--- src/led_cal_pkg.sv ---
package led_cal_pkg;

    // pixel stream geometry, sized for a 1280x720 frame
    localparam int COLOR_W = 8;
    localparam int X_W = 11;
    localparam int Y_W = 10;

    // 30 LEDs need five address bits
    localparam int LED_ID_W = 5;

    // per-frame accumulator widths
    localparam int SUM_W = 32;
    localparam int CNT_W = 20;

    // counter widths for the divider steps and the decoded bits
    localparam int DIV_STEP_W = $clog2(SUM_W + 1);
    localparam int BIT_CNT_W = $clog2(LED_ID_W + 1);

    // AXI4-Lite register port
    localparam int AXI_ADDR_W = 4;
    localparam int AXI_DATA_W = 32;

    // register byte addresses
    localparam logic [AXI_ADDR_W-1:0] REG_CTRL = 4'h0;
    localparam logic [AXI_ADDR_W-1:0] REG_THRESH = 4'h4;
    localparam logic [AXI_ADDR_W-1:0] REG_CENTROID = 4'h8;
    localparam logic [AXI_ADDR_W-1:0] REG_LED_ID = 4'hC;

    // threshold band out of reset
    localparam logic [COLOR_W-1:0] THRESH_LOWER_RST = 8'h80;
    localparam logic [COLOR_W-1:0] THRESH_UPPER_RST = 8'hFF;

    // one pixel with its coordinates attached
    typedef struct packed {
        logic               valid;
        logic               frame_last;
        logic [X_W-1:0]     x;
        logic [Y_W-1:0]     y;
        logic [COLOR_W-1:0] red;
        logic [COLOR_W-1:0] green;
        logic [COLOR_W-1:0] blue;
    } pixel_beat_t;

    // detect0 from the red band, detect1 from the blue band
    typedef struct packed {
        pixel_beat_t beat;
        logic        detect0;
        logic        detect1;
    } masked_beat_t;

    typedef struct packed {
        logic [X_W-1:0] x;
        logic [Y_W-1:0] y;
    } centroid_t;

    // settings from the register block to the pixel path
    typedef struct packed {
        logic [COLOR_W-1:0] lower;
        logic [COLOR_W-1:0] upper;
        logic               overlay_en;
        logic               cal_start;
    } cal_cfg_t;

    // results read back over AXI
    typedef struct packed {
        centroid_t           centroid;
        logic                centroid_seen;
        logic [LED_ID_W-1:0] led_id;
        logic                led_id_valid;
    } cal_status_t;

endpackage

--- src/led_cal_regs.sv ---
`timescale 1ns/1ps

module led_cal_regs (
    input  logic                                  clk_pixel,
    input  logic                                  recent_reset,
    // write address and data, accepted together
    input  logic [led_cal_pkg::AXI_ADDR_W-1:0]    s_awaddr,
    input  logic                                  s_awvalid,
    output logic                                  s_awready,
    input  logic [led_cal_pkg::AXI_DATA_W-1:0]    s_wdata,
    input  logic [led_cal_pkg::AXI_DATA_W/8-1:0]  s_wstrb,
    input  logic                                  s_wvalid,
    output logic                                  s_wready,
    output logic [1:0]                            s_bresp,
    output logic                                  s_bvalid,
    input  logic                                  s_bready,
    // read address and data
    input  logic [led_cal_pkg::AXI_ADDR_W-1:0]    s_araddr,
    input  logic                                  s_arvalid,
    output logic                                  s_arready,
    output logic [led_cal_pkg::AXI_DATA_W-1:0]    s_rdata,
    output logic [1:0]                            s_rresp,
    output logic                                  s_rvalid,
    input  logic                                  s_rready,
    input  led_cal_pkg::cal_status_t              status,
    output led_cal_pkg::cal_cfg_t                 cfg
);
    import led_cal_pkg::*;

    logic                  wr_fire;
    logic                  rd_fire;
    logic [AXI_DATA_W-1:0] rd_word;

    // aw and w go in one handshake, and only when no response is pending
    assign s_awready = s_awvalid && s_wvalid && !s_bvalid;
    assign s_wready  = s_awready;
    assign wr_fire   = s_awready;

    // a held read response blocks the next address
    assign s_arready = !s_rvalid;
    assign rd_fire   = s_arvalid && s_arready;

    // every access answers OKAY
    assign s_bresp = 2'b00;
    assign s_rresp = 2'b00;

    // register writes, cal_start lives for one cycle
    always_ff @(posedge clk_pixel) begin
        if (recent_reset) begin
            s_bvalid       <= 1'b0;
            cfg.lower      <= THRESH_LOWER_RST;
            cfg.upper      <= THRESH_UPPER_RST;
            cfg.overlay_en <= 1'b0;
            cfg.cal_start  <= 1'b0;
        end else begin
            cfg.cal_start <= 1'b0;
            if (wr_fire) begin
                s_bvalid <= 1'b1;
                case (s_awaddr)
                    REG_CTRL: begin
                        if (s_wstrb[0]) begin
                            cfg.overlay_en <= s_wdata[0];
                            cfg.cal_start  <= s_wdata[1];
                        end
                    end
                    REG_THRESH: begin
                        if (s_wstrb[0]) begin
                            cfg.lower <= s_wdata[7:0];
                        end
                        if (s_wstrb[1]) begin
                            cfg.upper <= s_wdata[15:8];
                        end
                    end
                    // read-only and unmapped addresses drop the data
                    default: ;
                endcase
            end else if (s_bready) begin
                s_bvalid <= 1'b0;
            end
        end
    end

    // read mux, cal_start always reads back as 0
    always_comb begin
        rd_word = '0;
        case (s_araddr)
            REG_CTRL:     rd_word[0] = cfg.overlay_en;
            REG_THRESH:   rd_word[15:0] = {cfg.upper, cfg.lower};
            REG_CENTROID: begin
                rd_word[X_W-1:0]   = status.centroid.x;
                rd_word[16+:Y_W]   = status.centroid.y;
                rd_word[31]        = status.centroid_seen;
            end
            REG_LED_ID: begin
                rd_word[LED_ID_W-1:0] = status.led_id;
                rd_word[31]           = status.led_id_valid;
            end
            default: ;
        endcase
    end

    always_ff @(posedge clk_pixel) begin
        if (recent_reset) begin
            s_rvalid <= 1'b0;
        end else if (rd_fire) begin
            s_rvalid <= 1'b1;
        end else if (s_rready) begin
            s_rvalid <= 1'b0;
        end
    end

    // read data is captured with the address
    always_ff @(posedge clk_pixel) begin
        if (rd_fire) begin
            s_rdata <= rd_word;
        end
    end

    // a response needs a write behind it and stays up until taken
    assert property (@(posedge clk_pixel) disable iff (recent_reset)
        $rose(s_bvalid) |-> $past(s_awvalid && s_awready));
    assert property (@(posedge clk_pixel) disable iff (recent_reset)
        s_bvalid && !s_bready |=> s_bvalid);

endmodule

--- src/color_threshold.sv ---
`timescale 1ns/1ps

module color_threshold (
    input  logic                      clk_pixel,
    input  logic                      recent_reset,
    input  led_cal_pkg::pixel_beat_t  pix_in,
    input  led_cal_pkg::cal_cfg_t     cfg,
    output led_cal_pkg::masked_beat_t masked
);

    logic red_hit;
    logic blue_hit;

    // inclusive band on both channels, same limits for each
    always_comb begin
        red_hit  = (pix_in.red >= cfg.lower) && (pix_in.red <= cfg.upper);
        blue_hit = (pix_in.blue >= cfg.lower) && (pix_in.blue <= cfg.upper);
    end

    // one stage, masks travel with their beat
    always_ff @(posedge clk_pixel) begin
        masked.beat    <= pix_in;
        // invalid beats never count as detected
        masked.detect0 <= pix_in.valid && red_hit;
        masked.detect1 <= pix_in.valid && blue_hit;
        if (recent_reset) begin
            masked.beat.valid      <= 1'b0;
            masked.beat.frame_last <= 1'b0;
            masked.detect0         <= 1'b0;
            masked.detect1         <= 1'b0;
        end
    end

endmodule

--- src/blob_centroid.sv ---
`timescale 1ns/1ps

module blob_centroid (
    input  logic                      clk_pixel,
    input  logic                      recent_reset,
    input  led_cal_pkg::masked_beat_t masked,
    output led_cal_pkg::centroid_t    centroid,
    output logic                      centroid_seen,
    output logic                      done
);
    import led_cal_pkg::*;

    // restoring divider state, dividend shifts out as quotient shifts in
    typedef struct packed {
        logic [CNT_W:0]   rem;
        logic [SUM_W-1:0] quo;
    } div_state_t;

    logic [SUM_W-1:0]      sum_x;
    logic [SUM_W-1:0]      sum_y;
    logic [CNT_W-1:0]      pix_cnt;
    // totals with the current beat folded in
    logic [SUM_W-1:0]      next_x;
    logic [SUM_W-1:0]      next_y;
    logic [CNT_W-1:0]      next_cnt;
    logic                  frame_end;
    logic                  busy;
    logic [DIV_STEP_W-1:0] step_cnt;
    logic [CNT_W-1:0]      divisor;
    div_state_t            div_x;
    div_state_t            div_y;

    // one quotient bit per call
    function automatic div_state_t div_step(input div_state_t s, input logic [CNT_W-1:0] d);
        logic [CNT_W:0] trial;
        div_state_t     n;
        trial = {s.rem[CNT_W-1:0], s.quo[SUM_W-1]};
        n.quo = {s.quo[SUM_W-2:0], 1'b0};
        if (trial >= {1'b0, d}) begin
            n.rem    = trial - {1'b0, d};
            n.quo[0] = 1'b1;
        end else begin
            n.rem = trial;
        end
        return n;
    endfunction

    assign frame_end = masked.beat.valid && masked.beat.frame_last;

    always_comb begin
        next_x   = sum_x;
        next_y   = sum_y;
        next_cnt = pix_cnt;
        if (masked.detect1) begin
            next_x   = sum_x + SUM_W'(masked.beat.x);
            next_y   = sum_y + SUM_W'(masked.beat.y);
            next_cnt = pix_cnt + CNT_W'(1);
        end
    end

    // accumulators restart on every frame boundary, busy or not
    always_ff @(posedge clk_pixel) begin
        if (recent_reset || frame_end) begin
            sum_x   <= '0;
            sum_y   <= '0;
            pix_cnt <= '0;
        end else begin
            sum_x   <= next_x;
            sum_y   <= next_y;
            pix_cnt <= next_cnt;
        end
    end

    // divider sequencing and result latch
    always_ff @(posedge clk_pixel) begin
        if (recent_reset) begin
            busy          <= 1'b0;
            step_cnt      <= '0;
            done          <= 1'b0;
            centroid      <= '0;
            centroid_seen <= 1'b0;
        end else begin
            done <= 1'b0;
            if (!busy) begin
                // empty frame keeps the old centroid
                if (frame_end && next_cnt != '0) begin
                    busy     <= 1'b1;
                    step_cnt <= DIV_STEP_W'(SUM_W);
                end
            end else if (step_cnt != '0) begin
                step_cnt <= step_cnt - 1'b1;
            end else begin
                busy          <= 1'b0;
                done          <= 1'b1;
                centroid_seen <= 1'b1;
                centroid.x    <= div_x.quo[X_W-1:0];
                centroid.y    <= div_y.quo[Y_W-1:0];
            end
        end
    end

    // while idle the operands track the frame totals, both axes share the divisor
    always_ff @(posedge clk_pixel) begin
        if (!busy) begin
            divisor <= next_cnt;
            div_x   <= '{rem: '0, quo: next_x};
            div_y   <= '{rem: '0, quo: next_y};
        end else if (step_cnt != '0) begin
            div_x <= div_step(div_x, divisor);
            div_y <= div_step(div_y, divisor);
        end
    end

    // pixel count must not wrap within one frame
    assert property (@(posedge clk_pixel) disable iff (recent_reset)
        masked.detect1 |-> pix_cnt != '1);

endmodule

--- src/led_id_decoder.sv ---
`timescale 1ns/1ps

module led_id_decoder (
    input  logic                                clk_pixel,
    input  logic                                recent_reset,
    input  led_cal_pkg::masked_beat_t           masked,
    input  logic                                cal_start,
    output logic [led_cal_pkg::LED_ID_W-1:0]    led_id,
    output logic                                led_id_valid
);
    import led_cal_pkg::*;

    logic [CNT_W-1:0]     cnt1;
    logic [CNT_W-1:0]     cnt0;
    logic [CNT_W-1:0]     tot1;
    logic [CNT_W-1:0]     tot0;
    logic [BIT_CNT_W-1:0] bit_cnt;
    logic                 frame_end;

    assign frame_end = masked.beat.valid && masked.beat.frame_last;

    // counts including the current beat
    always_comb begin
        tot1 = cnt1 + CNT_W'(masked.detect1);
        tot0 = cnt0 + CNT_W'(masked.detect0);
    end

    always_ff @(posedge clk_pixel) begin
        if (recent_reset || frame_end) begin
            cnt1 <= '0;
            cnt0 <= '0;
        end else begin
            cnt1 <= tot1;
            cnt0 <= tot0;
        end
    end

    // msb first, blue majority decodes as 1
    always_ff @(posedge clk_pixel) begin
        if (recent_reset || cal_start) begin
            led_id       <= '0;
            bit_cnt      <= '0;
            led_id_valid <= 1'b0;
        end else if (frame_end && bit_cnt < BIT_CNT_W'(LED_ID_W)) begin
            led_id  <= {led_id[LED_ID_W-2:0], tot1 > tot0};
            bit_cnt <= bit_cnt + 1'b1;
            // last bit in, id holds until the next cal_start
            if (bit_cnt == BIT_CNT_W'(LED_ID_W - 1)) begin
                led_id_valid <= 1'b1;
            end
        end
    end

    assert property (@(posedge clk_pixel) disable iff (recent_reset)
        bit_cnt <= BIT_CNT_W'(LED_ID_W));

endmodule

--- src/crosshair_overlay.sv ---
`timescale 1ns/1ps

module crosshair_overlay (
    input  logic                      clk_pixel,
    input  logic                      recent_reset,
    input  led_cal_pkg::masked_beat_t masked,
    input  led_cal_pkg::centroid_t    centroid,
    input  logic                      overlay_en,
    output led_cal_pkg::pixel_beat_t  pix_out
);

    logic on_cross;

    // centroid row or column
    assign on_cross = overlay_en &&
                      (masked.beat.x == centroid.x || masked.beat.y == centroid.y);

    always_ff @(posedge clk_pixel) begin
        pix_out <= masked.beat;
        // full scale white over the line
        if (on_cross) begin
            pix_out.red   <= '1;
            pix_out.green <= '1;
            pix_out.blue  <= '1;
        end
        if (recent_reset) begin
            pix_out.valid      <= 1'b0;
            pix_out.frame_last <= 1'b0;
        end
    end

endmodule

--- src/led_cal_top.sv ---
`timescale 1ns/1ps

module led_cal_top (
    input  logic                                  clk_pixel,
    input  logic                                  recent_reset,
    input  led_cal_pkg::pixel_beat_t              pix_in,
    output led_cal_pkg::pixel_beat_t              pix_out,
    input  logic [led_cal_pkg::AXI_ADDR_W-1:0]    s_awaddr,
    input  logic                                  s_awvalid,
    output logic                                  s_awready,
    input  logic [led_cal_pkg::AXI_DATA_W-1:0]    s_wdata,
    input  logic [led_cal_pkg::AXI_DATA_W/8-1:0]  s_wstrb,
    input  logic                                  s_wvalid,
    output logic                                  s_wready,
    output logic [1:0]                            s_bresp,
    output logic                                  s_bvalid,
    input  logic                                  s_bready,
    input  logic [led_cal_pkg::AXI_ADDR_W-1:0]    s_araddr,
    input  logic                                  s_arvalid,
    output logic                                  s_arready,
    output logic [led_cal_pkg::AXI_DATA_W-1:0]    s_rdata,
    output logic [1:0]                            s_rresp,
    output logic                                  s_rvalid,
    input  logic                                  s_rready
);
    import led_cal_pkg::*;

    cal_cfg_t            cfg;
    cal_status_t         status;
    masked_beat_t        masked;
    centroid_t           centroid;
    logic                centroid_seen;
    logic [LED_ID_W-1:0] led_id;
    logic                led_id_valid;

    // results gathered for readback
    assign status = '{centroid: centroid, centroid_seen: centroid_seen,
                      led_id: led_id, led_id_valid: led_id_valid};

    led_cal_regs led_cal_regs_inst (
        .clk_pixel(clk_pixel),
        .recent_reset(recent_reset),
        .s_awaddr(s_awaddr),
        .s_awvalid(s_awvalid),
        .s_awready(s_awready),
        .s_wdata(s_wdata),
        .s_wstrb(s_wstrb),
        .s_wvalid(s_wvalid),
        .s_wready(s_wready),
        .s_bresp(s_bresp),
        .s_bvalid(s_bvalid),
        .s_bready(s_bready),
        .s_araddr(s_araddr),
        .s_arvalid(s_arvalid),
        .s_arready(s_arready),
        .s_rdata(s_rdata),
        .s_rresp(s_rresp),
        .s_rvalid(s_rvalid),
        .s_rready(s_rready),
        .status(status),
        .cfg(cfg)
    );

    // stage 1 of the two-cycle pixel path
    color_threshold color_threshold_inst (
        .clk_pixel(clk_pixel),
        .recent_reset(recent_reset),
        .pix_in(pix_in),
        .cfg(cfg),
        .masked(masked)
    );

    // readback relies on centroid_seen and the done pulse has no user here
    blob_centroid blob_centroid_inst (
        .clk_pixel(clk_pixel),
        .recent_reset(recent_reset),
        .masked(masked),
        .centroid(centroid),
        .centroid_seen(centroid_seen),
        .done()
    );

    led_id_decoder led_id_decoder_inst (
        .clk_pixel(clk_pixel),
        .recent_reset(recent_reset),
        .masked(masked),
        .cal_start(cfg.cal_start),
        .led_id(led_id),
        .led_id_valid(led_id_valid)
    );

    // stage 2
    crosshair_overlay crosshair_overlay_inst (
        .clk_pixel(clk_pixel),
        .recent_reset(recent_reset),
        .masked(masked),
        .centroid(centroid),
        .overlay_en(cfg.overlay_en),
        .pix_out(pix_out)
    );

endmodule

--- config.mk ---
export PLATFORM = sky130hd
export DESIGN_NAME = led_cal_top
export DESIGN_NICKNAME = d
export VERILOG_FILES = /design/src/led_cal_pkg.sv /design/src/led_cal_regs.sv /design/src/color_threshold.sv /design/src/blob_centroid.sv /design/src/led_id_decoder.sv /design/src/crosshair_overlay.sv /design/src/led_cal_top.sv
export SDC_FILE = /design/constraint.sdc
export NUM_CORES = 1
export LEC_CHECK = 0
export BUFFER_PORTS_ARGS = -buffer_cell sky130_fd_sc_hd__buf_2
export CAP_MARGIN = 20
export CORE_ASPECT_RATIO = 0.9
export CORE_UTILIZATION = 55
export DETAILED_ROUTE_END_ITERATION = 6
export PLACE_DENSITY = 0.75
export REMOVE_ABC_BUFFERS = 1
export SETUP_SLACK_MARGIN = 0.2
export SLEW_MARGIN = 5
export SYNTH_ARGS = -nofsm -noshare
export SYNTH_HDL_FRONTEND = slang
export SYNTH_SLANG_ARGS = --single-unit
--- constraint.sdc ---
create_clock -name clk_pixel -period 8.3 [get_ports clk_pixel]
set_input_delay 0 -clock clk_pixel [delete_from_list [all_inputs] [get_ports clk_pixel]]
set_output_delay 0 -clock clk_pixel [all_outputs]
set_load 0.05 [all_outputs]
==> results by group <==
Status
  – Status: complete, no violations

Clocking
  – Inserted Clock Buffers: 43
  – TritonCTS clock tree: done
  – Clk_lat worst skew: 570 ps
  – Clk buf depth: 3
  – Clock tree sinks: 429
  – Clock Tree Root: clkbuf_16
  – Clock-pin slew on the worst setup and hold paths: 70 ps
  – # H-tree levels: 2

Layout
  – Multi-input gate area: 10,030 um2
  – # diodes: 0
  – Net count, final: 2,475
  – Filler Cell Count: 2,815
  – Sequential Area: 9701 um2
  – Final Non-Filler Cells: 2,762
  – Synthesis-to-layout area growth: 16.60%
  – Layout cells sized above 1: 14.57%

Routing
  – Drt drc: 0
  – Post-Route WL: 48,090 um
  – Initial drt markers: 1,022
  – Mean routed wirelength per cell: 17.41 um
  – Pre-antenna DRT Iters: 5
  – Final ANT Viol Nets: 0
  – Vias per inst: 5.596
  – Via count: 15.46k

Setup path
  – Critical path buffers and inverters: 1
  – Worst-path fanout max: 46
  – Top delay family on crit path: compound AO/OA/AOI/OAI gates
  – CP startpoint kind: flop
  – Crit-path max cell delay: 500 ps
  – Worst path slowest cell: buf_4
  – Worst endpoint required time: 8760 ps
  – Critical Path AT: 4280 ps
  – Worst setup EP type: flop
  – Kind of critical path: flop to flop
  – Crit path cell chain: buf_4 > ha_1 > ha_1 > nand3_1 > nor2_1 > xor2_1 > ha_1 > a21o_1 > a21o_1 > a221o_1 > a21o_1 > a211oi_1 > o22ai_1 > nor4_1 > nor4_1

Timing
  – Normalized max-slew margin: 28.57%
  – Tmin final: 3821 ps
  – Setup slack after layout: 4479 ps
  – Final hold violations: 0
  – Tcrit/Tclk final: 46.04%
  – Worst slew pin tran: 1069 ps
  – Hold slack: 46.89 ps
  – Final setup fails: 0
  – Fmax: 261.7 MHz
  – Clock Skew: 19.91 ps
  – RSZ-0062 raised after global routing: false
  – Max Transition Viols Final: 0
  – Post-route setup TNS: 0 ps

Yosys
  – Seq/Total Area, Yosys: 47.50%
  – Mapped Area: 20,420 um2
  – Most common cell in the netlist: dfxtp_1
  – Flops & latches, synth: 429
  – Asr flop ratio synth: 0%
  – Cell taking the most area after synthesis: dfxtp_1
  – Share of the synthesized area in the top cell type: 31.18%
  – Post-synth EDFFs: 111
  – Synthesized area per cell: 10.04 um2
  – Top cells by area, synth: dfxtp_1, edfxtp_1, ha_1
  – Main synth FF type: dfxtp_1
  – Yosys cell types: 74
  – Yosys Warn Count: 0
  – Mapped Cells: 2,033
  – Commonest cells post-synth: dfxtp_1, nor2_1, nand2_1, ha_1, edfxtp_1

Global route
  – Grt total ovfl: 0
  – Met3 GRT Util: 4.222%
  – Initial antenna violation count: 0
  – Grt peak-use layer: met2
  – Met2 GRT Util: 43.97%
  – First-pass GRT wire length: 78,370 um
  – Met1 Use GR: 33.28%
  – Total track usage: 25.89%
  – Largest net degree at the start of global routing: 90
  – Number of global-route vias before repair: 15.67k

Run
  – Maxcap violations: 0

Place
  – Dpl ws: 4556 ps
  – Placer Congestion: 0.8952
  – IO Port Bufs: 158
  – Dpl cells: 2,602
  – DPL Wire Length: 31,910 um

Floorplan
  – Die width: 205.1 um
  – Initial Utilization: 56.20%
  – Io pins: 186
  – Die area: 37,900 um2
  – Row count: 66
  – Die height: 184.8 um
  – Core area: 36,330 um2

Power
  – Tot Pwr: 4.590 mW
  – Peak VDD IR: 0.1765 mV
  – Static leakage: 10.36 nW
  – Power per Cell Area: 192.8 nW/um2

Hold path
  – Hold Path Class: input pin to flop
[flip-flops by register name, indices dropped and copies added, names as in the netlist, 18 cells and up]
| signal | cells |
|---|---|
| crosshair_overlay_inst.pix_out | 47 |
| blob_centroid_inst.div_y | 52 |
| color_threshold_inst.masked | 49 |
| led_id_decoder_inst.cnt1 | 20 |
| led_cal_regs_inst.cfg | 18 |
| led_cal_regs_inst.s_rdata | 27 |
| led_id_decoder_inst.cnt0 | 20 |
| blob_centroid_inst.div_x | 52 |
| blob_centroid_inst.divisor | 20 |
| blob_centroid_inst.sum_y | 32 |
| blob_centroid_inst.sum_x | 32 |
| blob_centroid_inst.centroid | 21 |
| blob_centroid_inst.pix_cnt | 20 |
[cell usage in the layout (no fill, tap or decap), types with 24 or more instances in the layout]
| master | instances |
|---|---|
| dfxtp_1 | 317 |
| buf_2 | 158 |
| nor2_1 | 143 |
| nand2_1 | 133 |
| ha_1 | 122 |
| edfxtp_1 | 111 |
| a21oi_1 | 107 |
| and2_1 | 103 |
| xnor2_1 | 93 |
| inv_1 | 91 |
| dlygate4sd3_1 | 77 |
| xor2_1 | 76 |
| nand3_1 | 57 |
| mux2_2 | 57 |
| o21ai_0 | 54 |
| nor3_1 | 46 |
| clkbuf_16 | 46 |
| mux2i_1 | 45 |
| nand2b_1 | 45 |
| nand4_1 | 41 |
| a21o_1 | 37 |
| and3_1 | 31 |
| nor2b_1 | 24 |
[path summary, 6_finish.rpt]
path	cells past startpoint	slack [ps]	endpoint	from
max	15	4480	led_id_decoder_inst.led_id[0]	color_threshold_inst.masked[0]
min	2	50	led_cal_regs_inst.s_rdata[16]	s_arvalid
max reg2reg	15	4480	led_id_decoder_inst.led_id[0]	color_threshold_inst.masked[0]
min reg2reg	1	400	crosshair_overlay_inst.pix_out[4]	color_threshold_inst.masked[6]
[timing repair]
action / in CTS / in global routing
hold buffers: 77 / 0
setup buffers: 0 / 0
hold endpoints to repair: 80 / 0
gates resized for setup: 0 / 0
[cell type report]
cell class                 count  share of cell area [%]
clock buffer                  59                   5.334
clock inverter                21                  0.6937
inverter                      93                   1.477
multi-input combinational   1433                   42.14
sequential                   429                   40.74
tap                          476                   2.501
timing repair buffer         251                   7.115
[metal layers]
| layer | up-vias | share of wire, % |
|---|---|---|
| met2 | 409 | 47 |
| met5 | - | 0 |
| met3 | 102 | 5.6 |
| met1 | 7346 | 45 |
| li1 | 7599 | - |
| met4 | 0 | 2.8 |
[logic make-up (layout without fill, tap and decap cells)]
kind of cell,Yosys count,count (layout),share of synthesized area (%)
and+or+nand+nor,693,693,17.60
muxes,103,103,5.460
xor gates and xnor gates,169,169,7.249
AOI/OAI and AO/OA,333,333,10.67
DFF,429,429,47.50
buffers and inverters,179,424,3.640
adders and majority gates,126,126,7.868
other,1,9,0.01836
[per-stage QoR]
stage | utilization [%] | instance area (um2)
2_1_floorplan | - | 20060
3_3_place_gp | 59.36 | 21570
3_5_place_dp | 59.36 | 21570
4_1_cts | 65.43 | 23770
5_1_grt | 65.53 | 23810
6_report | 65.53 | 23810
[power by group]
part / switching (mW) / internal (mW)
clock network: 0.845 / 1.11
logic: 0.258 / 0.157
registers: 0.0276 / 2.19
total: 1.13 / 3.46
Power figures use the tool's default switching activity.
